--- config.mk ---
export PLATFORM = sky130hd
export DESIGN_NAME = soc_uart_apb
export DESIGN_NICKNAME = d
export VERILOG_FILES = /design/src/design/soc_pkg.sv /design/src/design/soc_uart_apb.sv
export SDC_FILE = /design/constraint.sdc
export NUM_CORES = 1
export LEC_CHECK = 0
export BUFFER_PORTS_ARGS = -buffer_cell sky130_fd_sc_hd__buf_4
export CAP_MARGIN = 20
export CORE_ASPECT_RATIO = 0.6
export CORE_UTILIZATION = 40
export CTS_BUF_LIST = sky130_fd_sc_hd__clkbuf_8
export DETAILED_ROUTE_END_ITERATION = 6
export PLACE_DENSITY = 0.88
export SYNTH_ARGS = -nofsm -noshare
export SYNTH_HDL_FRONTEND = slang
export SYNTH_SLANG_ARGS = --single-unit
--- constraint.sdc ---
create_clock -name clk_i -period 12.5 [get_ports clk_i]
set_input_delay 2.5 -clock clk_i [delete_from_list [all_inputs] [get_ports clk_i]]
set_output_delay 2.5 -clock clk_i [all_outputs]
set_load 0.005 [all_outputs]
--- src/design/soc_pkg.sv ---
// Shared definitions for the SoC memory system
//   Bus address, data and byte-enable types
//   Target enumeration used by the request demux
//   Memory map and control register offsets

package soc_pkg;

  typedef logic [31:0] bus_addr_t;
  typedef logic [31:0] bus_data_t;
  typedef logic [3:0]  bus_strb_t;

  // Target selected for a granted request
  typedef enum logic [1:0] {
    TGT_L2   = 2'd0,
    TGT_UART = 2'd1,
    TGT_CTRL = 2'd2,
    TGT_NONE = 2'd3
  } soc_target_e;

  //////////////////////////////////////////////////////////////////////
  // Memory map
  //////////////////////////////////////////////////////////////////////

  localparam bus_addr_t DRAM_BASE   = 32'h8000_0000;
  localparam bus_addr_t DRAM_LENGTH = 32'h4000_0000;
  localparam bus_addr_t UART_BASE   = 32'hC000_0000;
  localparam bus_addr_t UART_LENGTH = 32'h0000_1000;
  localparam bus_addr_t CTRL_BASE   = 32'hD000_0000;
  localparam bus_addr_t CTRL_LENGTH = 32'h0000_1000;

  // Control register offsets
  localparam logic [11:0] CTRL_EXIT_OFS      = 12'h000;
  localparam logic [11:0] CTRL_HWCNT_OFS     = 12'h004;
  localparam logic [11:0] CTRL_DRAM_BASE_OFS = 12'h008;
  localparam logic [11:0] CTRL_DRAM_END_OFS  = 12'h00C;

endpackage : soc_pkg
--- src/design/soc_uart_apb.sv ---
// APB master for the external UART
//   Idle, setup and access FSM
//   Address offset within the UART region on paddr
//   Registered read data and slave error for the response cycle

module soc_uart_apb (
  input  logic                 clk_i,
  input  logic                 reset_i,
  input  logic                 req_i,
  input  logic                 we_i,
  input  soc_pkg::bus_addr_t   addr_i,
  input  soc_pkg::bus_data_t   wdata_i,
  output logic                 gnt_o,
  output soc_pkg::bus_data_t   rdata_o,
  output logic                 err_o,
  // APB master
  output logic                 psel_o,
  output logic                 penable_o,
  output logic                 pwrite_o,
  output soc_pkg::bus_addr_t   paddr_o,
  output soc_pkg::bus_data_t   pwdata_o,
  input  soc_pkg::bus_data_t   prdata_i,
  input  logic                 pready_i,
  input  logic                 pslverr_i
);

  typedef enum logic [1:0] {
    IDLE,
    SETUP,
    ACCESS
  } apb_state_e;

  apb_state_e state_q;

  always_ff @(posedge clk_i) begin
    if (reset_i) begin
      state_q <= IDLE;
    end else begin
      case (state_q)
        IDLE:    if (req_i) state_q <= SETUP;
        SETUP:   state_q <= ACCESS;
        ACCESS:  if (pready_i) state_q <= IDLE;
        default: state_q <= IDLE;
      endcase
    end
  end

  // Capture the request for the whole transfer
  always_ff @(posedge clk_i) begin
    if (state_q == IDLE && req_i) begin
      pwrite_o <= we_i;
      paddr_o  <= addr_i - soc_pkg::UART_BASE;
      pwdata_o <= wdata_i;
    end
  end

  assign psel_o    = (state_q != IDLE);
  assign penable_o = (state_q == ACCESS);
  assign gnt_o     = (state_q == ACCESS) && pready_i;

  always_ff @(posedge clk_i) begin
    if (reset_i) begin
      err_o <= 1'b0;
    end else if (gnt_o) begin
      err_o <= pslverr_i;
    end
  end

  always_ff @(posedge clk_i) begin
    if (gnt_o) begin
      rdata_o <= prdata_i;
    end
  end

endmodule : soc_uart_apb

* Word level (Yosys, flattened, before mapping)
Cells that the tools add are included.
** Storage, ports and cells
- Flip-flop bits (word level) :: 100
- Input bits :: 102
- Output and inout bits :: 101
- Logic and storage cells :: 19
** Operators by class
- Add/sub/neg operators :: 1
- Equality and inequality tests :: 4
- Muxes and demuxes :: 3
- Reduce and logical (&&, ||, !) cells :: 5
** Operator list (count)
- $sub 32x32->32 const B :: 1
- $pmux 2 s3 :: 1
- $mux 2 :: 2
- $eq 2x1->1 const B :: 1
- $eq 2x2->1 const B :: 1
- $logic_and 1x1->1 :: 2
- $logic_not 2->1 :: 1
- $ne 2x1->1 const B :: 1
- $ne 2x2->1 const B :: 1
- $reduce_and 2->1 :: 1
- $reduce_bool 2->1 :: 1

* Logic depth before layout (Yosys ltp)
Gate-level depths: netlist (run 1).
- Depth in word-level cells :: 3
- Depth in mapped cells :: 2
- Gate-level depth less buffers :: 2

* Worst setup path before layout (run 1)
No wires, ideal clock.
- Path type :: input to register
- Start point :: input port req_i
- End point :: register paddr_o[0] (enable)
- Arrival time :: 7.234 ns
- Slack :: 4.683 ns
- Stages :: 1
- Path through :: nor3b_1
** Between the ends
- Longest elaborated chain between the ends :: 1
** RTL lines
- start, declared :: RTL line soc_uart_apb.sv:9 : input logic req_i,
- $logic_and 1x1->1 :: RTL line soc_uart_apb.sv:50 : if (state_q == IDLE && req_i) begin
- end signal, assigned :: RTL line soc_uart_apb.sv:52 : paddr_o <= addr_i - soc_pkg::UART_BASE;
- end, declared :: RTL line soc_uart_apb.sv:20 : output soc_pkg::bus_addr_t paddr_o,
No other way between the ends.
A chain may end at the register's enable or synchronous reset.

* Final worst setup path (run 1)
- Start point :: input port pready_i
- End point :: output port gnt_o
** Between the ends
- Longest elaborated chain between the ends :: 1
** RTL lines
- start, declared :: RTL line soc_uart_apb.sv:23 : input logic pready_i,
- $logic_and 1x1->1 :: RTL line soc_uart_apb.sv:59 : assign gnt_o = (state_q == ACCESS) && pready_i;
- end, declared :: RTL line soc_uart_apb.sv:13 : output logic gnt_o,
No other way between the ends.

==> flow_summary.ini, run 1 <==
[run_status]
status = complete, no violations

[synthesis]
yosys_warnings = 0
synthCells = 113
synth_fp_nets = 215
synth_seq_cells = 100
ys_seq_area_share_pct = 96.9
synth_area_mm2 = 0.00307
synth_cell_types = 12
post_synth.cell_area_avg_um2 = 27.1

[drt]
firstDrtPassIters = 4
wl_per_cell_um = 17.0
postRouteAntennaNets = 0
remaining_drc_errors = 0
drt_wl_total_um = 7450
drt_iter0_drc = 79
viasPerCell = 4.39
vias = 1917

[power_and_ir_drop]
ir_worst_vdd_mv = 0.102
p_leak_nw = 2.05
total_power_w = 0.000639
power_density_mw_per_mm2 = 130

[global_routing]
grt_pass1_vias = 2106
grt_pass1_wl_um = 10500
grtUsageTotal_pct = 18.9
grt_max_degree = 67
antenna_found_initial = 0
grt_remaining_overflow = 0

[placement]
gp_congestion = 0.759
dp_hpwl_um = 5740
port_buffers = 202

[floorplanning]
num_rows = 24
core-area_mm2 = 0.00733
die_w_um = 115
start_util_pct = 41.9
fp.dieH_um = 69.8
ioPinCount = 203
die_area_mm2 = 0.00803

[setup_path]
critPathMaxFanout = 34
cp-endpoint = gnt_o
r2r_start = state_q[1]
worstPathRequired_ns = 10.00
startpoint = pready_i
critPathArrivalTime_ns = 3.31
crit_type = in2out
end_kind = output pin
worstReg2RegEnd = pwdata_o[0]
r2r_setup_slack_ns = 10.88
rr_worst_depth = 2
critPathLaunchType = input port

[cells_and_area]
layout_commonest_cell = buf_4
nets = 430
post-route-util_pct = 67.1
antenna_cells = 0
area_growth_pct = 60.3
final_cell_mix = buf_4 (204), edfxtp_1 (97), clkbuf_8 (11)
drive_gt1_share_pct = 66.4

[clock_network]
cts_resized = 0
cts_hold_buffers = 0
clk_pin_slew_ns = 0.08
postCtsSetupBuffers = 0
cts_buffers = 9
h-tree-depth = 3
cts_root_buf = clkbuf_8
cts_tree = built
clock_path_buffers = 2
clock-sinks = 100
insertion_delay_ns = 0.35

[min_path]
hold_path.startpoint = err_o
hold_class = reg2reg

[timing]
hold_viol = 0
fmax_mhz = 172
slew_violations = 0
worst_pin_slew_ns = 0.811
slew_headroom_pct = 45.9
grt_setup_unrepaired = no
fin_setup_tns_ns = 0
fin_crit_ns = 5.81
fin_skew_ns = 0.00542
finalSetupViolations = 0
finalCritPeriodShare_pct = 46.5

[flow_run]
maxCapViolCount = 0
worst max-delay path, cell delays in order:
cell and delay (ns):
buf_4 0.08, and3b_1 0.14, buf_4 0.38, buf_4 0.19
metrics by stage:
| stage | hold slack [ns] | setup slack [ns] | instance area (um2) | std cells |
|---|---|---|---|---|
| after floorplan | 0.464 | 4.68 | 3070 | 113 |
| after global placement | 0.460 | 6.72 | 4730 | 421 |
| after detailed placement | 0.483 | 6.68 | 4730 | 421 |
| after CTS | 0.497 | 6.68 | 4910 | 437 |
| after global routing | 0.521 | 6.64 | 4910 | 437 |
| final | 0.499 | 6.69 | 4910 | 437 |
synthesized netlist by cell type (all sizes together):
cell type / n / area (um2)
inv: 1 / 3.75
nor3b: 1 / 7.51
a21oi: 1 / 8.76
edfxtp: 97 / 2910
nor2b: 2 / 12.5
or2: 1 / 6.26
or3b: 1 / 8.76
nand2b: 3 / 18.8
dfxtp: 3 / 60.1
and3b: 1 / 8.76
mux2i: 1 / 10.0
xor2: 1 / 8.76
state kept, by name, summed over array words and instances, names as in the netlist:
signal and cells:
paddr_o 32, pwrite_o 1, pwdata_o 32, state_q 2
err_o 1, rdata_o 32
logic make-up (layout without fill, tap and decap cells):
logic type | after synthesis | count (layout) | share of synthesized area, %
AO/OA/AOI/OAI | 1 | 1 | 0.286
AND/OR/NAND/NOR | 9 | 9 | 2.04
multiplexers | 1 | 1 | 0.326
buffers and inverters | 1 | 221 | 0.122
XOR/XNOR | 1 | 1 | 0.286
flip-flops | 100 | 100 | 96.9
layout make-up:
type,count,area [um2]
clock buffers,11,151
clock inverters,5,30.0
fillers,555,2410
inverters,1,3.75
multi-input cells,12,95.1
flip-flops and latches,100,2970
well taps,104,130
repair buffers,204,1530
metal layers:
layer / vias up / track usage [%] / part of all wire [%]
met5: - / 0 / 0
met2: 94 / 34.4 / 54
met1: 941 / 18.2 / 36
li1: 874 / - / -
met4: 0 / 6.06 / 0.82
met3: 8 / 9.70 / 9.1
where the power goes:
| group | switching (W) | internal (W) | total (W) |
|---|---|---|---|
| Clock | 0.000102 | 0.0000818 | 0.000184 |
| Sequential | 0.00000536 | 0.000388 | 0.000394 |
| Combinational | 0.0000221 | 0.0000392 | 0.0000613 |
worst min path at each step:
stage / endpoint / slack, ns / cells past startpoint
2_1_floorplan: err_o / 0.46 / 2
3_3_place_gp: err_o / 0.46 / 2
3_5_place_dp: err_o / 0.48 / 2
4_1_cts: err_o / 0.50 / 2
5_1_grt: err_o / 0.52 / 2
6_report: err_o / 0.50 / 2
No activity file was read; power rests on OpenSTA's default activity.
==> run 2: changes to the inputs <==
==> constraint.sdc (replaced) <==
create_clock -name clk_i -period 5.4 [get_ports clk_i]
set_input_delay 1.08 -clock clk_i [delete_from_list [all_inputs] [get_ports clk_i]]
set_output_delay 1.08 -clock clk_i [all_outputs]
set_load 0.005 [all_outputs]
==> run 2 against run 1 <==
Effect of this change: clock power rose to 2.6 times the previous value; sequential power up 130%; via count is 1.9% lower; sequential cell count stayed put; highest routed layer unchanged; critical path depth stayed put; count of clock-buffer cells in the layout down 2; non-clock buffer count is the same; utilization rose by 0.44 points; final cell count is the same.
==> flow_summary.ini, run 2 (synthesized netlist as in run 1, its figures left out) <==
[clock_network]
clk_pin_slew_ns = 0.09
postCtsSetupBuffers = 0
cts_hold_buffers = 0
cts_resized = 0
clock-sinks = 100
h-tree-depth = 3
cts_tree = built
insertion_delay_ns = 0.34
clock_path_buffers = 2
cts_root_buf = clkbuf_8
cts_buffers = 9

[drt]
postRouteAntennaNets = 0
wl_met3_um = 826
remaining_drc_errors = 0
wl_met2_um = 3660
firstDrtPassIters = 4
drt_wl_total_um = 7050
drt_iter0_drc = 77
vias = 1881
dr.max_layer_used = met4
wl_per_cell_um = 16.1
viasPerCell = 4.30
wl_met1_um = 2470

[timing]
finalCritPeriodShare_pct = 55.0
hold_viol = 0
fmax_mhz = 337
worst_pin_slew_ns = 0.791
slew_violations = 0
fin_setup_tns_ns = 0
fin_skew_ns = 0.00613
slew_headroom_pct = 47.2
fin_crit_ns = 2.97
finalSetupViolations = 0
hold_ws_ns = 0.503
grt_setup_unrepaired = no

[run_status]
status = complete, no violations

[cells_and_area]
top_regs = paddr_o (32), pwdata_o (32), rdata_o (32)
nets = 430
area_growth_pct = 61.3
antenna_cells = 0
final_cell_mix = buf_4 (204), edfxtp_1 (97), clkbuf_8 (9)
layout_commonest_cell = buf_4
drive_gt1_share_pct = 66.1

[global_routing]
grt_max_degree = 65
grt_remaining_overflow = 0
grt_pass1_wl_um = 10300
antenna_found_initial = 0
grt_pass1_vias = 1967
grtUsageTotal_pct = 18.0

[setup_path]
rr_worst_depth = 2
cp-endpoint = gnt_o
crit_type = in2out
worstPathRequired_ns = 4.32
critPathLaunchType = input port
critPathArrivalTime_ns = 1.89
r2r_start = state_q[1]
r2r_setup_slack_ns = 3.73
critPathMaxFanout = 34
end_kind = output pin
startpoint = pready_i
worstReg2RegEnd = paddr_o[22]

[floorplanning]
num_rows = 24
fp.dieH_um = 69.8
start_util_pct = 41.9
die_area_mm2 = 0.00803
ioPinCount = 203
die_w_um = 115
core-area_mm2 = 0.00733

[power_and_ir_drop]
power_density_mw_per_mm2 = 311
p_leak_nw = 2.07
ir_worst_vdd_mv = 0.214

[min_path]
hold_class = reg2reg
hold_path.startpoint = err_o

[placement]
port_buffers = 202
gp_congestion = 0.752
dp_hpwl_um = 5350

[flow_run]
maxCapViolCount = 0
==> run 2: layout make-up <==
class / count / area (um2)
clock inverter: 7 / 83.8
tap: 104 / 130
multi-input combinational: 12 / 101
fill: 533 / 2380
sequential: 100 / 2970
inverter: 1 / 3.75
clock buffer: 9 / 124
timing repair buffer: 204 / 1530
==> run 2: through the flow <==
stage / instance area (um2) / instances / worst slack (ns) / power [W] / util, %
5_1_grt: 4950 / 437 / 2.39 / 0.00160 / 67.5
6_report: 4950 / 437 / 2.43 / 0.00154 / 67.5
2_1_floorplan: 3070 / 113 / 1.32 / 0.000952 / -
3_5_place_dp: 4740 / 421 / 2.43 / 0.00107 / 64.7
3_3_place_gp: 4740 / 421 / 2.44 / 0.00107 / 64.7
4_1_cts: 4950 / 437 / 2.42 / 0.00156 / 67.5
==> run 2: power by group <==
| part | internal [W] | switching [W] |
|---|---|---|
| Sequential | 0.000899 | 0.0000117 |
| Clock | 0.000255 | 0.000230 |
| Combinational | 0.0000914 | 0.0000516 |
| Total | 0.00125 | 0.000293 |
==> run 2: worst min-delay path by stage <==
stage	endpoint	depth (start not counted)
after detailed placement	err_o	2
final	err_o	2
after floorplan	err_o	2
after CTS	err_o	2
after global routing	err_o	2
after global placement	err_o	2
==> run 2: per-layer routing <==
layer,track usage [%],up-vias
met5,0,-
met4,6.06,0
met3,10.1,11
met2,30.7,111
met1,18.6,886
li1,-,873
==> run 2: worst max-delay path, stage by stage <==
cell	delay, ns
buf_4	0.08
and3b_1	0.14
buf_4	0.37
buf_4	0.19
