--- src/design/soc_pkg.sv ---
// Shared definitions for the SoC memory system
//   Bus address, data and byte-enable types
//   Target enumeration used by the request demux
//   Memory map and control register offsets

package soc_pkg;

  typedef logic [31:0] bus_addr_t;
  typedef logic [31:0] bus_data_t;
  typedef logic [3:0]  bus_strb_t;

  // Target selected for a granted request
  typedef enum logic [1:0] {
    TGT_L2   = 2'd0,
    TGT_UART = 2'd1,
    TGT_CTRL = 2'd2,
    TGT_NONE = 2'd3
  } soc_target_e;

  //////////////////////////////////////////////////////////////////////
  // Memory map
  //////////////////////////////////////////////////////////////////////

  localparam bus_addr_t DRAM_BASE   = 32'h8000_0000;
  localparam bus_addr_t DRAM_LENGTH = 32'h4000_0000;
  localparam bus_addr_t UART_BASE   = 32'hC000_0000;
  localparam bus_addr_t UART_LENGTH = 32'h0000_1000;
  localparam bus_addr_t CTRL_BASE   = 32'hD000_0000;
  localparam bus_addr_t CTRL_LENGTH = 32'h0000_1000;

  // Control register offsets
  localparam logic [11:0] CTRL_EXIT_OFS      = 12'h000;
  localparam logic [11:0] CTRL_HWCNT_OFS     = 12'h004;
  localparam logic [11:0] CTRL_DRAM_BASE_OFS = 12'h008;
  localparam logic [11:0] CTRL_DRAM_END_OFS  = 12'h00C;

endpackage : soc_pkg
--- src/design/soc_ctrl_regs.sv ---
// Control register block in the CTRL region
//   exit and hw_cnt_en registers with byte enables
//   Read-only DRAM base and end registers

module soc_ctrl_regs (
  input  logic                 clk_i,
  input  logic                 reset_i,
  input  logic                 req_i,
  input  logic                 we_i,
  input  soc_pkg::bus_addr_t   addr_i,
  input  soc_pkg::bus_strb_t   be_i,
  input  soc_pkg::bus_data_t   wdata_i,
  output soc_pkg::bus_data_t   rdata_o,
  output soc_pkg::bus_data_t   exit_o,
  output soc_pkg::bus_data_t   hw_cnt_en_o
);

  logic [11:0]        ofs;
  soc_pkg::bus_data_t exit_q;
  soc_pkg::bus_data_t hw_cnt_en_q;
  soc_pkg::bus_data_t rdata_d;

  assign ofs = addr_i[11:0];

  always_ff @(posedge clk_i) begin
    if (reset_i) begin
      exit_q      <= '0;
      hw_cnt_en_q <= '0;
    end else if (req_i && we_i) begin
      for (int b = 0; b < 4; b++) begin
        if (be_i[b] && ofs == soc_pkg::CTRL_EXIT_OFS) begin
          exit_q[8*b +: 8] <= wdata_i[8*b +: 8];
        end
        if (be_i[b] && ofs == soc_pkg::CTRL_HWCNT_OFS) begin
          hw_cnt_en_q[8*b +: 8] <= wdata_i[8*b +: 8];
        end
      end
    end
  end

  // Read mux, unknown offsets give zero
  always_comb begin
    case (ofs)
      soc_pkg::CTRL_EXIT_OFS:      rdata_d = exit_q;
      soc_pkg::CTRL_HWCNT_OFS:     rdata_d = hw_cnt_en_q;
      soc_pkg::CTRL_DRAM_BASE_OFS: rdata_d = soc_pkg::DRAM_BASE;
      soc_pkg::CTRL_DRAM_END_OFS:  rdata_d = soc_pkg::DRAM_BASE + soc_pkg::DRAM_LENGTH;
      default:                     rdata_d = '0;
    endcase
  end

  always_ff @(posedge clk_i) begin
    if (req_i && !we_i) begin
      rdata_o <= rdata_d;
    end
  end

  assign exit_o      = exit_q;
  assign hw_cnt_en_o = hw_cnt_en_q;

endmodule : soc_ctrl_regs

--- config.mk ---
export PLATFORM = sky130hd
export DESIGN_NAME = soc_ctrl_regs
export DESIGN_NICKNAME = d
export VERILOG_FILES = /design/src/design/soc_pkg.sv /design/src/design/soc_ctrl_regs.sv
export SDC_FILE = /design/constraint.sdc
export NUM_CORES = 1
export LEC_CHECK = 0
export BUFFER_PORTS_ARGS = -buffer_cell sky130_fd_sc_hd__buf_2
export CORE_ASPECT_RATIO = 1.1
export CORE_MARGIN = 2
export CORE_UTILIZATION = 44
export CTS_BUF_LIST = sky130_fd_sc_hd__clkbuf_4
export DETAILED_ROUTE_END_ITERATION = 7
export GPL_TIMING_DRIVEN = 0
export HOLD_SLACK_MARGIN = 0.12
export PLACE_DENSITY = 0.84
export SYNTH_ARGS = -nofsm -noshare
export SYNTH_HDL_FRONTEND = slang
export SYNTH_SLANG_ARGS = --single-unit
export TNS_END_PERCENT = 20
--- constraint.sdc ---
create_clock -name clk_i -period 3.97 [get_ports clk_i]
set_input_delay 0.9925 -clock clk_i [delete_from_list [all_inputs] [get_ports clk_i]]
set_output_delay 0.9925 -clock clk_i [all_outputs]
set_load 0.02 [all_outputs]
## Word level (Yosys, flattened, before mapping)

Cells that the tools add are included.

| cells by class | value |
|---|---|
| equality and inequality tests | 3 |
| muxes and demuxes | 1 |
| reductions and logical operators | 20 |

Operators with widths:

| operator | count |
|---|---|
| case mux 32 bit (4 select lines) | 1 |
| equality test 12 x 4 -> 1 bit, second input constant | 2 |
| AND reduction 2 bit | 8 |
| equality test 12 x 3 -> 1 bit, second input constant | 1 |
| zero test 12 bit | 1 |
| logical AND 1 bit | 10 |
| zero test 1 bit | 1 |

| storage, ports and cells | value |
|---|---|
| register bits after elaboration | 96 |
| input bits | 72 |
| output and inout bits | 96 |

## Logic depth before layout (Yosys ltp)

Gate-level depths: netlist of the first run.

| depth | value |
|---|---|
| depth in word-level cells | 3 |
| depth in mapped cells | 6 |
| gate-level depth less buffers | 3 |

## Worst setup path before layout of the first run

OpenSTA, ideal clock, no wires.

| timing path | value |
|---|---|
| kind | input to register |
| start point | in we_i |
| end point | reg rdata_o[0] (enable) |
| arrival | 2445 ps |
| required time | 3545 ps |
| path slack | 1100 ps |
| stages on the path | 1 |
| path through | nor2b_1 |

| on the way | value |
|---|---|
| cells in the longest elaborated chain, start to end | 2 |

RTL lines:

| what | line | text |
|---|---|---|
| start: declaration | soc_ctrl_regs.sv:9 | `input logic we_i,` |
| zero test 1 bit | soc_ctrl_regs.sv:53 | `if (req_i && !we_i) begin` |
| logical AND 1 bit | soc_ctrl_regs.sv:53 |  |
| end signal: assignment | soc_ctrl_regs.sv:54 | `rdata_o <= rdata_d;` |
| end: declaration | soc_ctrl_regs.sv:13 | `output soc_pkg::bus_data_t rdata_o,` |

No other way between the ends.
A chain may end at the register's enable or synchronous reset.

## Worst setup path after layout of the first run

| timing path | value |
|---|---|
| start point | in addr_i[9] |
| end point | reg hw_cnt_en_q[12], in the netlist hw_cnt_en_o[12] |

| on the way | value |
|---|---|
| cells in the longest elaborated chain, start to end | 3 |

RTL lines:

| what | line | text |
|---|---|---|
| start: declaration | soc_ctrl_regs.sv:10 | `input soc_pkg::bus_addr_t addr_i,` |
| equality test 12 x 3 -> 1 bit | soc_ctrl_regs.sv:34 | `if (be_i[b] && ofs == soc_pkg::CTRL_HWCNT_OFS) begin` |
| logical AND 1 bit | soc_ctrl_regs.sv:34 |  |
| AND reduction 2 bit (no line) | - |  |
| end signal: indexed assignment | soc_ctrl_regs.sv:35 | `hw_cnt_en_q[8*b +: 8] <= wdata_i[8*b +: 8];` |
| end: declaration | soc_ctrl_regs.sv:20 | `soc_pkg::bus_data_t hw_cnt_en_q;` |

No other way between the ends.

==> flow_summary.toml, run 1 <==
[cts]
clockRootBuffer = "clkbuf_4"
ctsResizeCount = 0
hold_buffers = 0
cts_buffer_depth = 2
clk_latency_ns = 0.44
cts_tree = "done"
htree_levels = 3
cts_buffers = 9
clk_pin_slew_ns = 0.14
cts_setup_buffers = 0
clkSinkCount = 96

[min_path]
min_path_type = "reg2reg"
holdPathStages = 2

[job]
drv_cap = 0

[sta]
max_freq_ghz = 0.397
hold_violations = 0
final.setup.worst_slack_ns = 1.45
maxSlewHeadroom = 0.412
worst_slew_pin_slew_ns = 0.875
skew_ns = 0.0160
min_period_over_period = 0.634
maxSlewViolCount = 0
fin_setup_tns_ns = 0
setup_viol = 0
rsz0062_at_grt = "false"
finalCriticalPeriod_ns = 2.52

[grt]
grt_pass1_wl_mm = 17.6
overflow = 0
grt_usage = 0.218
grt_max_degree = 29
antenna_found_initial = 0
grt_pass1_vias = 3426

[power]
p_leak_nw = 2.27
powerDensity_nw_per_um2 = 307
total_power_mw = 1.61
ir_worst_vdd_v = 0.000149

[drt]
wl_met2_mm = 5.53
post_drt_wl_per_cell_um = 17.3
vias_per_cell = 5.24
ant_nets = 0
dr_wl_met3_um = 769
routed_wl_mm = 11.3
drt_pass1_iterations = 4
vias = 3408
maxUsedRoutingLayer = "met4"
drcViolationCount = 0
drt-met1-wl_mm = 4.79
drtIter0Drc = 165

[floorplanning]
ios = 168
start_util = 0.451
rows = 37
fp.coreArea_um2 = 9350
die_x_um = 97.4
chipHeight_um = 107
die_area_um2 = 10400

[finish]
syn2layout_area_growth_pct = 24.1
final_design_area_no_fill_um2 = 5230
fillers = 837
final_cell_mix = "147 x buf_2, 96 x nand2b_1, 64 x mux2i_1, 64 x dfxtp_1, 32 x edfxtp_1"
nets = 600
drive_above_1_share = 0.336
final_common_cell = "buf_2"
antenna_cells = 0

[critical_path]
cpPeakStageDelay_ns = 0.78
critPathRequiredTime_ns = 4.34
crit_cells = 5
path_cells = "buf_2 > or4_1 > buf_4 > nor4_4 > mux2i_1"
critical-path-top-delay-family = "simple AND/OR/NAND/NOR gates"
slowest_stage = "nor4_4"
cp-start-kind = "input pin"
worst-r2r-cell-count = 2
critPathMaxFanout = 9
critPathArrivalTime_ns = 2.89
cp-end-kind = "flop"
crit_type = "in2reg"
cp_num_buf_inv = 2

[synth]
yosys.area.top_type_share = 0.304
syn_avg_cell_area_um2 = 11.4
yosys_warnings = 0
syn_nets = 442
synth_seq_cells = 96
yosys.area.top_type = "dfxtp_1"
synth_cell_types = 24
async_flop_share = 0
synth.area.top_cells = "dfxtp_1 30%, edfxtp_1 23%, mux2i_1 15%, nand2b_1 14%, a22oi_1 5.3%"
synth_ff_type = "dfxtp_1"
synth_edf_count = 32
ys_seq_area_frac = 0.532
netlist_instances = 370
synth_area_um2 = 4220

[place]
place_congestion = 0.792
dp_slack_ns = 0.987
hpwl_mm = 8.09
portBuffers = 146
place_area_um2 = 5120

[status]
run_status = "finished, final reports clean"
## state kept, by name (all words and copies together), names as in the netlist
register and count:
rdata_o 32, hw_cnt_en_o 32, exit_o 32
## power by group
part | internal (mW) | leakage, nW | switching, mW | total, mW
logic | 0.0525 | 1.39 | 0.0763 | 0.129
clock network | 0.133 | 0.0640 | 0.318 | 0.451
registers | 1.02 | 0.815 | 0.00305 | 1.03
## routing by layer
layer	vias up	track usage
li1	1619	-
met1	1647	0.268
met2	128	0.370
met3	14	0.0561
met4	0	0.0863
met5	-	0
## tightest hold or removal path, delay by kind of cell (launching register included)
kind          cells  cell delay (ns)
flops             1             0.35
simple gates      1             0.06
mux               1             0.06
## cell type report
class                   instances  area (µm²)  area share
multi-input cells             247        1840       0.352
clock inverters                 6        35.0     0.00670
flip-flops and latches         96        2240       0.429
well taps                     117         146      0.0280
plain buffers                  27         144      0.0275
clock buffers                  10        75.1      0.0143
repair buffers                147         751       0.143
## cells in the mapped netlist (2+ instances only)
cell      instances
a22oi_1          30
buf_6             5
clkbuf_1         20
dfxtp_1          64
edfxtp_1         32
mux2i_1          64
nand2b_1         96
nand3_1           4
nor2_1           31
nor4_1            2
nor4_4            4
or4_1             3
or4_4             4
## cell families (layout without fill, tap and decap cells)
group | Yosys count | in the layout | synth area share
AO/OA/AOI/OAI | 33 | 33 | 0.0584
buffers and inverters | 27 | 190 | 0.0341
flip-flops | 96 | 96 | 0.532
multiplexers | 64 | 64 | 0.152
AND/OR/NAND/NOR | 150 | 150 | 0.224
## metrics by stage
step,std cells,hold WS (ns),util
global route,650,0.521,0.560
detailed placement,634,0.483,0.548
floorplan,370,0.554,-
CTS,650,0.505,0.560
global placement,633,0.469,0.545
finish,650,0.501,0.560
## path summary, 6_finish.rpt
path                         from         endpoint  slack (ns)
hold / removal    hw_cnt_en_o[20]  hw_cnt_en_o[20]        0.50
hold reg to reg   hw_cnt_en_o[20]  hw_cnt_en_o[20]        0.50
setup / recovery        addr_i[9]  hw_cnt_en_o[12]        1.45
setup reg to reg  hw_cnt_en_o[30]      rdata_o[30]        2.88
(Power assumes the default switching activity.)
==> run 2: changes to the inputs <==
ABC_AREA = 1   (was unset)
clock period = 2.45 ns   (was 3.97 ns; I/O delays follow)
==> flow_summary.toml, run 2 <==
[status]
run_status = "finished, final reports clean"

[place]
hpwl_mm = 8.12
dp_slack_ns = 0.288
place_congestion = 0.790
place_area_um2 = 4970
portBuffers = 147

[finish]
drive_above_1_share = 0.280
antenna_cells = 0
final_design_area_no_fill_um2 = 5070
final_cell_mix = "159 x buf_2, 138 x nor2_1, 137 x nand2_1, 72 x inv_1, 64 x dfxtp_1"
final_common_cell = "buf_2"
syn2layout_area_growth_pct = 25.0
nets = 745

[grt]
antenna_found_initial = 0
overflow = 0
grtUsageMet2 = 0.393
grt_pass1_vias = 3646
grt_pass1_wl_mm = 17.2
grt_usage = 0.224
met3_usage = 0.0534
grtUsageMet1 = 0.263
grt_max_degree = 18
gr-max-usage-layer = "met2"

[sta]
finalCriticalPeriod_ns = 1.66
min_period_over_period = 0.679
setup_viol = 0
maxSlewViolCount = 0
max_freq_ghz = 0.602
worst_slew_pin_slew_ns = 0.606
rsz0062_at_grt = "false"
maxSlewHeadroom = 0.596
skew_ns = 0.0118
hold_violations = 0
final.setup.worst_slack_ns = 0.788

[floorplanning]
rows = 36
die_x_um = 95.5
chipHeight_um = 105
ios = 168
fp.coreArea_um2 = 8920
die_area_um2 = 10000
start_util = 0.455

[critical_path]
cp-endpoint = "rdata_o[19]"
path_cells = "buf_2 > nor2_1 > nand2_1 > nor2_4 > buf_6 > nand2_2 > clkbuf_1 > o22ai_1"
r2r-start = "exit_o[30]"
worst-r2r-cell-count = 4
cpPeakStageDelay_ns = 0.30
cp_num_buf_inv = 3
slowest_stage = "clkbuf_1"
critical-path-top-delay-family = "buffers and inverters"
reg2reg_slack_ns = 1.65
critPathArrivalTime_ns = 1.95
crit_cells = 8
startpoint = "addr_i[11]"
cp-start-kind = "input pin"
cp-end-kind = "flop"
crit_type = "in2reg"
worstReg2RegEnd = "rdata_o[30]"
critPathMaxFanout = 10
critPathRequiredTime_ns = 2.74

[synth]
synth_edf_count = 32
synth.area.top_cells = "dfxtp_1 32%, edfxtp_1 24%, nor2_1 13%, nand2_1 13%, inv_1 6.7%"
yosys_warnings = 0
synth_ff_type = "dfxtp_1"
syn_nets = 586
syn_avg_cell_area_um2 = 7.89
netlist_instances = 514
ys_seq_area_frac = 0.553
yosys.area.top_type_share = 0.316
synth.most_common_cell = "nor2_1"
synth_area_um2 = 4050
synth_seq_cells = 96
synth_cell_types = 16
yosys-top-cells-count = "139 x nor2_1, 137 x nand2_1, 72 x inv_1"
yosys.area.top_type = "dfxtp_1"
async_flop_share = 0

[power]
p_leak_nw = 2.72
powerDensity_nw_per_um2 = 497
ir_worst_vdd_v = 0.000313
total_power_mw = 2.52

[drt]
ant_nets = 0
vias_per_cell = 4.85
drtIter0Drc = 126
drcViolationCount = 0
drt_pass1_iterations = 5
routed_wl_mm = 11.0
post_drt_wl_per_cell_um = 14.0
vias = 3841

[min_path]
min_path_type = "in2reg"

[cts]
cts_setup_buffers = 0
clockRootBuffer = "clkbuf_4"
clk_latency_ns = 0.45
cts_buffers = 9
cts_tree = "done"
ctsResizeCount = 0
clk_pin_slew_ns = 0.14
cts_buffer_depth = 2
hold_buffers = 0
htree_levels = 3
clkSinkCount = 96

[job]
drv_cap = 0
[run 2: cell count changes after synthesis, sizes merged, moves of 6 or more]
cell	previous run	this run
nand2	1	138
nor2	31	142
nand2b	96	0
inv	0	73
mux2i	64	0
a22oi	30	0
o22ai	0	30
clkbuf	20	3
buf	7	18
nand3	4	12
or4	7	0
nor4	6	0
[run 2: cell families after synthesis]
group                  count (synthesis)  synth area share
and+or+nand+nor                      293             0.297
buffers and inverters                 94             0.102
DFF                                   96             0.553
AOI/OAI and AO/OA                     31            0.0481
[run 2: worst register-to-register path: cells and delay by family, from the launching register on]
family	cells	cell delay [ns]
buffers and inverters	1	0.03
flip-flops	1	0.34
AND/OR/NAND/NOR	3	0.21
[run 2: area by class of cell]
cell class,count,area [µm²]
Inverter,73,274
Clock inverter,6,26.3
Fill cell,840,3850
Multi-Input combinational cell,324,1410
Buffer,21,139
Clock buffer,10,75.1
Timing Repair Buffer,148,763
Tap cell,114,143
Sequential cell,96,2240
[run 2: worst min path at each step]
stage                          startpoint  depth (start not counted)              end
after floorplan           hw_cnt_en_o[30]                          4  hw_cnt_en_o[30]
after global placement          exit_o[2]                          4        exit_o[2]
after detailed placement       exit_o[30]                          4       exit_o[30]
after CTS                     wdata_i[28]                          3  hw_cnt_en_o[28]
after global routing          wdata_i[12]                          3       exit_o[12]
final                         wdata_i[16]                          3       exit_o[16]
[run 2: metal layers]
| metal | up-vias | part of all wire | wire length, µm |
|---|---|---|---|
| li1 | 1890 | - | - |
| met1 | 1771 | 0.40 | 4380 |
| met2 | 165 | 0.51 | 5590 |
| met3 | 15 | 0.084 | 928 |
| met4 | 0 | 0.014 | 151 |
| met5 | - | 0 | 0 |
[run 2: through the flow]
step           std cells  TNS (ns)  hold slack (ns)  utilization
2_1_floorplan        514         0            0.597            -
3_3_place_gp         775    -31.30            0.519        0.553
3_5_place_dp         776         0            0.523        0.557
4_1_cts              792         0            0.367        0.568
5_1_grt              792         0            0.380        0.568
6_report             792         0            0.390        0.568
[run 2: power by group]
group	internal, mW	leakage [nW]	total, mW	switching [mW]
clock	0.206	0.0624	0.711	0.505
combinational	0.0520	1.83	0.148	0.0961
sequential	1.66	0.827	1.66	0.00421
