## config.mk

```make
export PLATFORM = sky130hd
export DESIGN_NAME = soc_bus_demux
export DESIGN_NICKNAME = d
export VERILOG_FILES = /design/src/design/soc_pkg.sv /design/src/design/soc_bus_demux.sv
export SDC_FILE = /design/constraint.sdc
export NUM_CORES = 1
export LEC_CHECK = 0
export ABC_AREA = 1
export BUFFER_PORTS_ARGS = -buffer_cell sky130_fd_sc_hd__buf_2
export CAP_MARGIN = 10
export CELL_PAD_IN_SITES_DETAIL_PLACEMENT = 1
export CELL_PAD_IN_SITES_GLOBAL_PLACEMENT = 1
export CORE_ASPECT_RATIO = 0.8
export CORE_UTILIZATION = 14
export DETAILED_ROUTE_END_ITERATION = 16
export GPL_TIMING_DRIVEN = 0
export PLACE_DENSITY_LB_ADDON = 0.3
export SETUP_SLACK_MARGIN = 0.1
export SLEW_MARGIN = 15
export SYNTH_ARGS = -nofsm -noshare
export SYNTH_HDL_FRONTEND = slang
export SYNTH_SLANG_ARGS = --single-unit
```

## constraint.sdc

```tcl
create_clock -name clk_i -period 1.72 [get_ports clk_i]
set_clock_uncertainty 0.15 [all_clocks]
set_input_delay 0.344 -clock clk_i [delete_from_list [all_inputs] [get_ports clk_i]]
set_output_delay 0.344 -clock clk_i [all_outputs]
set_load 0.01 [all_outputs]
```

## src/design/soc_pkg.sv

```systemverilog
// Shared definitions for the SoC memory system
//   Bus address, data and byte-enable types
//   Target enumeration used by the request demux
//   Memory map and control register offsets

package soc_pkg;

  typedef logic [31:0] bus_addr_t;
  typedef logic [31:0] bus_data_t;
  typedef logic [3:0]  bus_strb_t;

  // Target selected for a granted request
  typedef enum logic [1:0] {
    TGT_L2   = 2'd0,
    TGT_UART = 2'd1,
    TGT_CTRL = 2'd2,
    TGT_NONE = 2'd3
  } soc_target_e;

  //////////////////////////////////////////////////////////////////////
  // Memory map
  //////////////////////////////////////////////////////////////////////

  localparam bus_addr_t DRAM_BASE   = 32'h8000_0000;
  localparam bus_addr_t DRAM_LENGTH = 32'h4000_0000;
  localparam bus_addr_t UART_BASE   = 32'hC000_0000;
  localparam bus_addr_t UART_LENGTH = 32'h0000_1000;
  localparam bus_addr_t CTRL_BASE   = 32'hD000_0000;
  localparam bus_addr_t CTRL_LENGTH = 32'h0000_1000;

  // Control register offsets
  localparam logic [11:0] CTRL_EXIT_OFS      = 12'h000;
  localparam logic [11:0] CTRL_HWCNT_OFS     = 12'h004;
  localparam logic [11:0] CTRL_DRAM_BASE_OFS = 12'h008;
  localparam logic [11:0] CTRL_DRAM_END_OFS  = 12'h00C;

endpackage : soc_pkg
```

## src/design/soc_bus_demux.sv

```systemverilog
// Request demux on the outside port
//   Address decode over the L2, UART and CTRL regions
//   Target strobes and grant generation
//   Registered target used to merge the responses

module soc_bus_demux (
  input  logic                 clk_i,
  input  logic                 reset_i,
  // Outside request port
  input  logic                 req_i,
  input  logic                 we_i,
  input  soc_pkg::bus_addr_t   addr_i,
  input  soc_pkg::bus_strb_t   be_i,
  input  soc_pkg::bus_data_t   wdata_i,
  output logic                 gnt_o,
  output logic                 rvalid_o,
  output soc_pkg::bus_data_t   rdata_o,
  output logic                 err_o,
  // Target strobes and shared request fields
  output logic                 l2_req_o,
  output logic                 ctrl_req_o,
  output logic                 uart_req_o,
  output logic                 we_o,
  output soc_pkg::bus_addr_t   addr_o,
  output soc_pkg::bus_strb_t   be_o,
  output soc_pkg::bus_data_t   wdata_o,
  // Target responses
  input  soc_pkg::bus_data_t   l2_rdata_i,
  input  soc_pkg::bus_data_t   ctrl_rdata_i,
  input  logic                 uart_gnt_i,
  input  soc_pkg::bus_data_t   uart_rdata_i,
  input  logic                 uart_err_i
);

  soc_pkg::soc_target_e target;
  soc_pkg::soc_target_e target_q;
  logic                 valid_q;

  //////////////////////////////////////////////////////////////////////
  // Decode
  //////////////////////////////////////////////////////////////////////

  always_comb begin
    target = soc_pkg::TGT_NONE;
    if (addr_i >= soc_pkg::DRAM_BASE &&
        addr_i < soc_pkg::DRAM_BASE + soc_pkg::DRAM_LENGTH) begin
      target = soc_pkg::TGT_L2;
    end else if (addr_i >= soc_pkg::UART_BASE &&
                 addr_i < soc_pkg::UART_BASE + soc_pkg::UART_LENGTH) begin
      target = soc_pkg::TGT_UART;
    end else if (addr_i >= soc_pkg::CTRL_BASE &&
                 addr_i < soc_pkg::CTRL_BASE + soc_pkg::CTRL_LENGTH) begin
      target = soc_pkg::TGT_CTRL;
    end
  end

  assign l2_req_o   = req_i && (target == soc_pkg::TGT_L2);
  assign ctrl_req_o = req_i && (target == soc_pkg::TGT_CTRL);
  assign uart_req_o = req_i && (target == soc_pkg::TGT_UART);
  assign we_o       = we_i;
  assign addr_o     = addr_i;
  assign be_o       = be_i;
  assign wdata_o    = wdata_i;

  // Only the UART can stall, everything else is granted at once
  assign gnt_o = req_i && ((target == soc_pkg::TGT_UART) ? uart_gnt_i : 1'b1);

  //////////////////////////////////////////////////////////////////////
  // Response
  //////////////////////////////////////////////////////////////////////

  always_ff @(posedge clk_i) begin
    if (reset_i) begin
      valid_q  <= 1'b0;
      target_q <= soc_pkg::TGT_NONE;
    end else begin
      valid_q <= gnt_o;
      if (gnt_o) begin
        target_q <= target;
      end
    end
  end

  assign rvalid_o = valid_q;

  always_comb begin
    case (target_q)
      soc_pkg::TGT_L2:   rdata_o = l2_rdata_i;
      soc_pkg::TGT_CTRL: rdata_o = ctrl_rdata_i;
      soc_pkg::TGT_UART: rdata_o = uart_rdata_i;
      default:           rdata_o = '0;
    endcase
  end

  assign err_o = valid_q && ((target_q == soc_pkg::TGT_NONE) ||
                             (target_q == soc_pkg::TGT_UART && uart_err_i));

endmodule : soc_bus_demux

```

# Word level (Yosys, flattened, before mapping)
# Index checks and enable logic that the tools add are counted.
totals:
  output_inout_bits: 107
  elab_cells: 30
  in_bits: 170
  register_bits: 3
classes:
  n_reduce_logical: 12
  n_eq_ne: 5
  muxes: 5
  magnitude_cmp: 6
op_table:
  columns: ["operator", "n"]
  rows:
  - [">= comparator 32 bit (second input constant)", 3]
  - ["< comparator 32 bit (second input constant)", 3]
  - ["one-hot mux 32 bit (3 select lines)", 1]
  - ["logical AND 1 bit", 9]
  - ["== test 2 bit (second input constant)", 3]
  - ["== test 2 x 1 -> 1 bit (second input constant)", 2]
  - ["logical NOT 2 bit", 2]
  - ["two-way mux 2 bit", 2]
  - ["two-way mux 1 bit", 2]
  - ["logical OR 1 bit", 1]

# Depth between registers and ports, before layout
# Gate-level depths: netlist (run 1).
logic_depth:
  ltp_word: 8
  mapped_depth: 8
  mapped_depth_nobuf: 8

# Worst setup path before layout (run 1)
# OpenSTA, ideal clock, no wires.
synth_timing:
  path_type: "input to output"
  start: "in addr_i[13]"
  end: "out ctrl_req_o"
  n_path_buf: 0
  t_arrival_ps: 1042
  required_time_ps: 1226
  slack_ps: 184
  stages: 5
  path_cell_list: "nor2_1 nand2_1 nor2_1 nand4_1 nor3_1"
synth_via:
  elab_chain_cells: 7
  elab_cells_between_ends: 14
  classes_between: "order compare (6); eq/ne (1); mux (3); reduce/logical (4)"
synth_lines:
  columns: ["item", "line", "rtl"]
  rows:
  - ["start, declared", "soc_bus_demux.sv:12", "input soc_pkg::bus_addr_t addr_i,"]
  - [">= comparator 32 bit or < comparator 32 bit (tied branches)", "soc_bus_demux.sv:51, soc_bus_demux.sv:52", null]
  - ["logical AND 1 bit", "soc_bus_demux.sv:51", "end else if (addr_i >= soc_pkg::CTRL_BASE &&"]
  - ["two-way mux 1 bit", "soc_bus_demux.sv:51", null]
  - ["two-way mux 2 bit", "soc_bus_demux.sv:48", "end else if (addr_i >= soc_pkg::UART_BASE &&"]
  - ["two-way mux 2 bit *", "soc_bus_demux.sv:45", "if (addr_i >= soc_pkg::DRAM_BASE &&"]
  - ["== test 2 bit *", "soc_bus_demux.sv:58", "assign ctrl_req_o = req_i && (target == soc_pkg::TGT_CTRL);"]
  - ["logical AND 1 bit *", "soc_bus_demux.sv:58", null]
  - ["end, declared", "soc_bus_demux.sv:21", "output logic ctrl_req_o,"]
# Every way passes the cells marked *; elsewhere a longest branch is shown, timed or not.

# Final worst setup path (run 1)
layout_timing:
  start: "reg target_q[0]"
  end: "out rdata_o[11]"
layout_via:
  elab_chain_cells: 2
  elab_cells_between_ends: 4
  classes_between: "eq/ne (2); mux (1); reduce/logical (1)"
layout_lines:
  columns: ["item", "line", "rtl"]
  rows:
  - ["start, declared", "soc_bus_demux.sv:36", "soc_pkg::soc_target_e target_q;"]
  - ["start signal, assigned", "soc_bus_demux.sv:75", "target_q <= soc_pkg::TGT_NONE;"]
  - ["start signal, assigned", "soc_bus_demux.sv:79", "target_q <= target;"]
  - ["== test 2 x 1 -> 1 bit, or another cell as far along", "soc_bus_demux.sv:87", "case (target_q)"]
  - ["one-hot mux 32 bit (3 select lines) *", "soc_bus_demux.sv:87", null]
  - ["end, declared", "soc_bus_demux.sv:17", "output soc_pkg::bus_data_t rdata_o,"]
# Marked as above.

==> results of run 1 <==
sequential cells by signal, summed over array words and instances (netlist names):
| name | cells |
|---|---|
| rvalid_o | 1 |
| target_q | 2 |
critical path, stage by stage, from the launching register on:
cell and delay, ps:
dfxtp_2 310, buf_6 130, nor2_4 140, buf_12 140, buf_8 140, nand2_2 60, nand3_2 60, buf_6 100
final cells by class:
class                   instances  area share
plain buffers                  86       0.186
clock buffers                   4      0.0205
inverters                      11      0.0120
multi-input cells             172       0.311
flip-flops and latches          3      0.0162
well taps                     140      0.0455
repair buffers                247       0.410
power by group through the flow:
stage               Clock (mW)  Combinational (mW)  Sequential [mW]
floorplan                    0               0.354           0.0768
global placement             0               0.690           0.0763
detailed placement           0               0.701           0.0764
CTS                      0.383               0.855           0.0767
global route             0.394               0.984           0.0774
finish                   0.378               0.915           0.0771
worst max path at each step:
stage          depth (start not counted)     endpoint
2_1_floorplan                          5   ctrl_req_o
3_3_place_gp                           7   uart_req_o
3_5_place_dp                           7   ctrl_req_o
4_1_cts                                7  rdata_o[15]
5_1_grt                                7  rdata_o[11]
6_report                               7  rdata_o[11]
Yosys cell counts:
cell type,instances
a21oi_1,1
and2_1,2
buf_2,14
buf_4,72
dfxtp_1,3
inv_1,8
inv_2,3
nand2_1,39
nand2_2,1
nand3_1,97
nand3_2,1
nand4_1,3
nand4_2,1
nor2_1,19
nor2_2,2
nor2_4,1
nor3_1,2
o211a_1,1
o21ai_2,1
or2_1,1
kinds of logic (layout without fill, tap and decap cells):
kind of cell / count (synthesis) / count (layout) / share of synthesized area
buf+inv: 97 / 348 / 0.424
flops: 3 / 3 / 0.0390
compound gates: 3 / 3 / 0.0154
simple gates: 169 / 169 / 0.522
what timing repair did:
action	CTS	global route
pin swaps	10	7
buffers inserted	15	4
resized for setup	128	61
setup endpoints to repair	36	39
gates cloned	3	1
metal layers:
layer / vias up / part of all wire / track usage
li1: 1337 / - / -
met2: 121 / 0.55 / 0.290
met4: 0 / 0.0033 / 0.0105
met5: - / 0 / 0
met1: 1313 / 0.39 / 0.186
met3: 4 / 0.058 / 0.0231
==> impl_results.md, run 1 <==
- Wire per inst: ~15 um
- Max clock buf depth: 2
- Crit path DAT: 1300 ps
- Vert. Die Dim: 95.8 um
- Register share of total power: 0.056
- Run status: finished, violations left
- Syn Nets: 442
- Yosys Warn Count: 0
- Post-Layout Cell Count: 663
- Internal: 887 uW
- Synth Register Bits: 3
- Final Hold Viols: 0
- Number of remaining DRC errors: 0
- FF/Latch Area: 62.6 um2
- Final-layout fill cell count: 1,366
- Syn avg cell area: approximately 5.7 um2
- WHS Endpoint: rvalid_o
- Worst Tran Pin Value: approximately 210 ps
- Clock slew at reported path FFs: 30 ps
- Reg2reg start: target_q[0]
- Initial Utilization: 0.147
- Num rows: 33
- Max Slew Vio Count: 0
- Final instance area: 3850 um2
- Net Switching: between 400 and 500 uW
- Netlist Area Pre-Place: 1540 um2
- Gpl congestion: between 0.7 and 0.8
- Post-synth top area cell: buf_4
- ANT cells: 0
- First-pass iteration count of the detailed router: 4
- Crit path kind: reg2out
- Failing checks: negative setup slack
- CTS Hold Bufs: 0
- Switching part of the total: 0.353
- Worst-Skew Late Latency: 230 ps
- Post-route ant nets: 0
- Worst reg-to-reg path cell count: 5
- Nets: slightly below 700
- Root buf cell: clkbuf_16
- Gate power share: 0.668
- Startpoint types: register
- Worst VDD drop: roughly 0.00037 V
- Rel. slew slack: 0.858
- First-pass GRT wire length: approximately 14 mm
- Core area: 10,500 um2
- Post-DP Area: 2850 um2
- Crit. End Element: output port
- CP max FO: 5
- Most frequent cells in the layout: buf_2 (189), buf_4 (84), nand3_1 (68)
- Setup WS post-layout: -77.3 ps
- Initial antenna violation count: 0
- Core Util, Final: 0.367
- Leakage power: 2.25 nW
- RSZ-0062 raised after global routing: yes
- R2R Path End: target_q[0]
- P&R area growth vs syn: 150%
- All-Layer GR Usage: 0.152
- Overall Power: 1.37 mW
- Setup TNS: -1800 ps
- Port buffer count: 227
- Worst hold start: reset_i
- Routed Wire Length: 9.87 mm
- FMAX: 556 MHz
- Hold-critical path depth: 2
- Die area: between 10,000 and 15,000 um2
- CP startpoint: target_q[0]
- GRT overflow: 0
- Commonest non-fill, non-tap cell in the layout: buf_2
- Placed insts: 639
- Clock Sink Count: 3
- Post-synthesis sequential area ratio: 0.0390
- Worst R2R Setup Slack: 610 ps
- Share of the synthesized area in the top cell type: 0.351
- Final worst-path cycle share: 1.04
- Initial drt markers: 21
- Hold_ws: around 170 ps
- Setup violators final: 32
- Type of the worst min-delay path: in2reg
- Total of max-cap violations: 0
- WP data required: 1230 ps
- Clock share of power: 0.276
- CTS tree: built
- Vias per std cell: 4.19
- Pre-CTS setup slack: -128 ps
- Vias: between 2,000 and 3,000
- Share of cells above drive strength 1: 0.813
- Htree depth: 1
- Inserted Clock Buffers: 3
- PwrDens: ~360 nW/um2
- Io pins: 277
- Mapped Cells: 272
- Largest net degree at the start of global routing: 11
- Detailed Place HPWL: around 7.5 mm
- Fin crit period: 1800 ps
- Die Span X: about 120 um
- Area of the multi-input gates: 1200 um2
- Unique masters post-synth: 20
- Vias in the first global route: 2,670
- Leading cell types by total area after synthesis: buf_4 (35%), nand3_1 (32%), nand2_1 (9.5%), nor2_1 (4.6%), buf_2 (4.6%)
No activity file was read; power rests on OpenSTA's default activity.
==> inputs of run 2 (changes only) <==
--- a/config.mk
+++ b/config.mk
@@ -5,14 +5,14 @@
 export SDC_FILE = /design/constraint.sdc
 export NUM_CORES = 1
 export LEC_CHECK = 0
-export ABC_AREA = 1
+export ABC_AREA = 0
 export BUFFER_PORTS_ARGS = -buffer_cell sky130_fd_sc_hd__buf_2
 export CAP_MARGIN = 10
 export CELL_PAD_IN_SITES_DETAIL_PLACEMENT = 1
 export CELL_PAD_IN_SITES_GLOBAL_PLACEMENT = 1
-export CORE_ASPECT_RATIO = 0.8
-export CORE_UTILIZATION = 14
+export CORE_AREA = 2 2 107 109
 export DETAILED_ROUTE_END_ITERATION = 16
+export DIE_AREA = 0 0 109 111
 export GPL_TIMING_DRIVEN = 0
 export PLACE_DENSITY_LB_ADDON = 0.3
 export SETUP_SLACK_MARGIN = 0.1
==> run 2 against run 1 <==
Against the previous run:
- the flow still finishes with violations (negative setup slack)
- maximum frequency is 16% lower
- die area increased by 6.0%
- global-route usage shrank 3.6 points
- highest routed layer is now met3
==> impl_results.md, run 2 <==
- Run status: finished, violations left
- Failing checks: negative setup slack
- Port buffer count: 227 (unchanged)
- Post-Layout Cell Count: 608 (-8.3%)
- Htree depth: 1 (unchanged)
- Die Span X: 109 um (-8.6%)
- PwrDens: 354 nW/um2 (-0.55%)
- Routed Wire Length: 7.77 mm (-21%)
- CP max FO: 2 (-3)
- Initial antenna violation count: 0 (unchanged)
- Crit path kind: in2out
- Final instance area: 3550 um2 (-7.9%)
- Vias in the first global route: 2,421 (-9.3%)
- Worst Tran Pin Value: 339 ps (+127 ps)
- P&R area growth vs syn: 150%
- RSZ-0062 raised after global routing: yes
- Most common cell in the netlist: buf_4
- Wire per inst: 12.8 um (-14%)
- Total of max-cap violations: 0 (unchanged)
- CP Cell Sequence: buf_6, nor4_4, nand3_2, or3_4, o31a_1, buf_2
- ANT cells: 0 (unchanged)
- Bufs and invs on worst path: 2 (-2)
- Max clock buf depth: 2 (unchanged)
- Synth Register Bits: 3 (unchanged)
- Crit path DAT: 1640 ps (+340 ps)
- Core area: 11,100 um2 (+5.6%)
- Most frequent cells in the layout: buf_2 (224), buf_4 (77), nand2_2 (28)
- Final Hold Viols: 0 (unchanged)
- FMAX: 468 MHz (-16%)
- Leakage power: 2.07 nW (-8.3%)
- Syn avg cell area: 6.79 um2 (+20%)
- Main synth FF type: dfxtp_1
- Share of the synthesized area in the top cell type: 0.365 (+0.0135)
- All-Layer GR Usage: 0.116 (-0.0356)
- Number of synthesized flops with an enable pin: 0 (unchanged)
- Top reg by flops: target_q
- Top cells by count, synth: buf_4 (69), o21ai_0 (35), mux2i_1 (32), nand2_1 (32), buf_2 (7)
- Share of cells above drive strength 1: 0.849 (+0.0368)
- GRT overflow: 0 (unchanged)
- Vias per std cell: 3.88 (-7.3%)
- Post-DP Area: 2750 um2 (-3.5%)
- Fin crit period: 2140 ps (+341 ps)
- Overall Power: 1.26 mW (-8.4%)
- Commonest non-fill, non-tap cell in the layout: buf_2
- Setup WS post-layout: -419 ps (-341 ps)
- Crit. End Element: output port
- Initial Utilization: 0.128 (-0.0185)
- First-pass GRT wire length: 11.3 mm (-17%)
- Ys async rst share: 0 (unchanged)
- Post-route ant nets: 0 (unchanged)
- Largest net degree at the start of global routing: 11 (unchanged)
- Post-synthesis sequential area ratio: 0.0423 (+0.00327)
- First-pass iteration count of the detailed router: 3 (-1)
- Detailed Place HPWL: 6.17 mm (-18%)
- CTS tree: built
- Worst-Skew Late Latency: 220 ps (about the same)
- Final worst-path cycle share: 1.24 (+0.198)
- Post-synth top area cell: buf_4
- Clock slew at reported path FFs: 30 ps (about the same)
- Number of remaining DRC errors: 0 (unchanged)
- Vias: 2,358 (-15%)
- Die area: 12,100 um2 (+6.0%)
- Mapped Cells: 209 (-23%)
- Yosys Warn Count: 0 (unchanged)
- Netlist Area Pre-Place: 1420 um2 (-7.7%)
- Worst VDD drop: 0.000188 V (-50%)
- Startpoint types: input port
- Setup violators final: 36 (+13%)
- Initial drt markers: 31 (+48%)
- CTS Hold Bufs: 0 (unchanged)
- CP top delay family: simple AND/OR/NAND/NOR gates
- Setup TNS: -4640 ps (-2830 ps)
- Clock Sink Count: 3 (unchanged)
- Leading cell types by total area after synthesis: buf_4 (36%), mux2i_1 (23%), o21ai_0 (12%), nand2_1 (8.5%), dfxtp_1 (4.2%)
- Rel. slew slack: 0.774 (-0.0848)
- Core Util, Final: 0.320 (-0.0470)
- Slowest Stage Delay on Critical Path: 390 ps (+80 ps)
- Largest register FFs: 2 (unchanged)
- Root buf cell: clkbuf_16
- Pre-CTS setup slack: -625 ps (-497 ps)
- Unique masters post-synth: 24 (+20%)
- Type of the worst min-delay path: in2reg
- WP data required: 1230 ps (about the same)
- Crit-path slowest cell: or3_4
- Num rows: 39 (+18%)
- Hold_ws: 225 ps (+57.0 ps)
- Vert. Die Dim: 111 um (+16%)
- Inserted Clock Buffers: 3 (unchanged)
- Gpl congestion: 0.706 (-4.6%)
- Max Slew Vio Count: 0 (unchanged)
- Syn Nets: 379 (-14%)
- Nets: 636 (-8.4%)
- Placed insts: 579 (-9.4%)
- Io pins: 277 (unchanged)
run 2: cell types whose count changed in the layout (fill, tap and decap cells not counted), sizes merged, moves of 3 or more:
cell   before  now
nand3      98    1
nor2       22    4
nor4        0    4
nand4       4    1
inv        11    2
nand2      40   32
mux2i       0   32
o21ai       1   35
run 2: cell families (layout without fill, tap and decap cells):
kind of cell           count (synthesis)  after routing  synth area share
AOI/OAI and AO/OA                     42             42             0.162
buffers and inverters                 83            339             0.408
DFF                                    3              3            0.0423
muxes                                 32             32             0.226
and+or+nand+nor                       49             49             0.162
run 2: worst register-to-register path, cell delays in order (launching register included):
cell and delay [ps]:
dfxtp_2 310, buf_8 120, buf_6 110, buf_6 120, buf_4 130, a221oi_1 250
a21oi_1 110
run 2: area by class of cell:
class                      instances  area (um2)
fill                            1390        7530
timing repair buffer             252        1480
multi-input combinational        123        1030
buffer                            81         714
tap                              143         179
clock buffer                       4        78.8
sequential                         3        62.6
inverter                           2        7.51
run 2: worst paths after layout:
kind	from	end	slack [ps]	depth (start not counted)
worst max-delay path	addr_i[19]	gnt_o	-420	6
worst min register to register	target_q[1]	target_q[1]	790	6
worst max register to register	target_q[0]	target_q[0]	300	6
worst min-delay path	reset_i	target_q[1]	230	3
run 2: timing repair:
item                       in CTS  in global routing
cloned                          6                  1
setup buffers                  20                  2
pin swaps                      29                  7
hold endpoints to repair        0                  0
resized for setup             128                 30
setup endpoints to repair      38                 39
run 2: power breakdown:
part | switching (mW) | internal [mW] | total (mW) | leakage (nW)
clock | 0.0603 | 0.306 | 0.366 | 0.0382
sequential | 0.00186 | 0.0741 | 0.0760 | 0.0240
combinational | 0.341 | 0.472 | 0.813 | 2.00
run 2: layer usage:
metal,track usage,up-vias,share of wire
li1,-,1157,-
met1,0.122,1053,0.34
met2,0.234,148,0.54
met3,0.0276,0,0.11
met4,0.00769,0,0
met5,0,-,0
==> inputs of run 3 (changes only) <==
--- a/config.mk
+++ b/config.mk
@@ -14,7 +14,7 @@
 export DETAILED_ROUTE_END_ITERATION = 16
 export DIE_AREA = 0 0 109 111
 export GPL_TIMING_DRIVEN = 0
-export PLACE_DENSITY_LB_ADDON = 0.3
+export PLACE_DENSITY = 0.82
 export SETUP_SLACK_MARGIN = 0.1
 export SLEW_MARGIN = 15
 export SYNTH_ARGS = -nofsm -noshare
==> run 3 against run 2 <==
Against the previous run:
- the flow still finishes with violations (negative setup slack)
- die area did not move
- worst setup slack improved by 25 ps
- sequential share of layout area is 0.053 points lower
- hold slack gained 22 ps
- power increased by 4.0%
- cell count is 0.33% lower
- flip-flop and latch count did not move
- largest cell class unchanged
==> impl_results.md, run 3 (synthesized netlist as in run 2, its figures left out) <==
- Slowest Stage Delay on Critical Path: 400 ps (about the same)
- Share of cells above drive strength 1: 0.857 (+0.00799)
- Vias: 2,430 (+3.1%)
- Vias in the first global route: 2,516 (+3.9%)
- First-pass GRT wire length: 12.3 mm (+8.2%)
- Commonest non-fill, non-tap cell in the layout: buf_2
- Total of max-cap violations: 0 (unchanged)
- ANT cells: 0 (unchanged)
- Metal1 wirelength: 2.79 mm (+4.8%)
- Port buffer count: 227 (unchanged)
- Wire per inst: 14.6 um (+14%)
- Switching part of the total: 0.336 (+0.0147)
- Net Switching: 439 uW (+8.8%)
- Initial drt markers: 55 (+77%)
- Top reg by flops: target_q
- Final Hold Viols: 0 (unchanged)
- Worst VDD drop: 0.000352 V (+88%)
- Clock Sink Count: 3 (unchanged)
- Die Span X: 109 um (unchanged)
- Setup violators final: 36 (unchanged)
- Top sig layer: met4
- Failing checks: negative setup slack
- Largest register FFs: 2 (unchanged)
- Startpoint types: input port
- Most frequent cells in the layout: buf_2 (222), buf_4 (76), mux2i_1 (25)
- All-Layer GR Usage: 0.128 (+0.0116)
- Clock slew at reported path FFs: 30 ps (about the same)
- Detailed Place HPWL: 6.64 mm (+7.5%)
- CTS tree: built
- Number of remaining DRC errors: 0 (unchanged)
- Clock share of power: 0.283 (-0.008)
- Post-DP Area: 2750 um2 (unchanged)
- Met3 WL post-DR: 930 um (+4.3%)
- Root buf cell: clkbuf_16
- WP data required: 1230 ps (about the same)
- Rel. slew slack: 0.827 (+0.0529)
- Final instance area: 3660 um2 (+3.1%)
- Io pins: 277 (unchanged)
- Run status: finished, violations left
- CP Cell Sequence: buf_6, nor4_4, nand4_1, or3_4, o31a_1, buf_2
- WL met2: 4.97 mm (+18%)
- Max Slew Vio Count: 0 (unchanged)
- Setup WS post-layout: -394 ps (+24.8 ps)
- Num rows: 39 (unchanged)
- Routed Wire Length: 8.82 mm (+13%)
- Gpl congestion: 0.719 (+1.8%)
- Inserted Clock Buffers: 3 (unchanged)
- Nets: 634 (-0.31%)
- Vias per std cell: 4.01 (+3.4%)
- Crit-path slowest cell: or3_4
- Crit path DAT: 1620 ps (-20 ps)
- CP max FO: 2 (unchanged)
- P&R area growth vs syn: 157%
- Worst-Skew Late Latency: 220 ps (about the same)
- Initial antenna violation count: 0 (unchanged)
- FMAX: 473 MHz (+1.2%)
- Htree depth: 1 (unchanged)
- Crit. End Element: output port
- Crit path kind: in2out
- Post-route ant nets: 0 (unchanged)
- Leakage power: 2.18 nW (+5.7%)
- Internal: 867 uW (+1.7%)
- Fin crit period: 2110 ps (-24.8 ps)
- Type of the worst min-delay path: in2reg
- Gate power share: 0.659 (+0.011)
- Core area: 11,100 um2 (unchanged)
- Worst Tran Pin Value: 258 ps (-80.6 ps)
- Final worst-path cycle share: 1.23 (-0.0144)
- Vert. Die Dim: 111 um (unchanged)
- Overall Power: 1.31 mW (+4.0%)
- Largest net degree at the start of global routing: 11 (unchanged)
- Max clock buf depth: 2 (unchanged)
- GRT overflow: 0 (unchanged)
- Die area: 12,100 um2 (unchanged)
- First-pass iteration count of the detailed router: 4 (+1)
- Initial Utilization: 0.128 (unchanged)
- Register share of total power: 0.058 (-0.003)
- RSZ-0062 raised after global routing: yes
- PwrDens: 357 nW/um2 (+0.89%)
## run 3: cell types whose count changed in the layout (fill, tap and decap cells not counted), moves of 2 or more
| cell | change |
|---|---|
| o21ai_2 | +4 |
| nand2_4 | +13 |
| o21ai_1 | -4 |
| buf_12 | +4 |
| buf_6 | -4 |
| nand2_2 | -12 |
| clkbuf_8 | +3 |
| buf_2 | -2 |
## run 3: worst max-delay path, delay by kind of cell
family / cells / cell delay, ps
buffers and inverters: 2 / 240
AOI/OAI and AO/OA: 1 / 240
and+or+nand+nor: 3 / 790
## run 3: layout make-up
type / instances / area (um2)
clock buffers: 4 / 78.8
fillers: 1380 / 7420
multi-input cells: 123 / 1110
plain buffers: 81 / 719
well taps: 143 / 179
repair buffers: 250 / 1500
flip-flops and latches: 3 / 62.6
inverters: 2 / 7.51
## run 3: path summary, 6_finish.rpt
kind                             startpoint     endpoint  slack, ps  cells after the start
worst max-delay path             addr_i[27]        gnt_o       -390                      6
worst min-delay path                reset_i  target_q[1]        250                      3
worst max register to register  target_q[0]  target_q[0]        510                      4
worst min register to register  target_q[0]  target_q[0]        650                      4
## run 3: through the flow
step                hold WS [ps]  std cells  setup TNS, ps  setup WS, ps   util
global route                 275        606          -8600          -479  0.330
CTS                          246        606          -7170          -458  0.312
global placement             451        579          -9830          -602  0.248
finish                       247        606          -6030          -394  0.330
floorplan                    294        209           -248          -167      -
detailed placement           480        579         -10420          -609  0.248
## run 3: metal layers
layer  vias up  global-route usage
li1       1154                   -
met1      1094               0.121
met2       170               0.271
met3        12              0.0282
met4         0              0.0162
met5         -                   0
## run 3: power groups by stage
stage / clock (mW) / sequential (mW) / combinational, mW
floorplan: 0 / 0.0760 / 0.321
global placement: 0 / 0.0760 / 0.622
detailed placement: 0 / 0.0759 / 0.637
CTS: 0.377 / 0.0760 / 0.819
global route: 0.384 / 0.0767 / 0.925
finish: 0.369 / 0.0763 / 0.860
## run 3: what timing repair did
action / 4_1_cts / 5_1_grt
pin swaps: 31 / 18
endpoints found under the hold margin: 0 / 0
cloned: 6 / 1
resized for setup: 123 / 56
hold buffers: 0 / 0
setup buffers: 18 / 3
endpoints found under the setup margin: 37 / 38
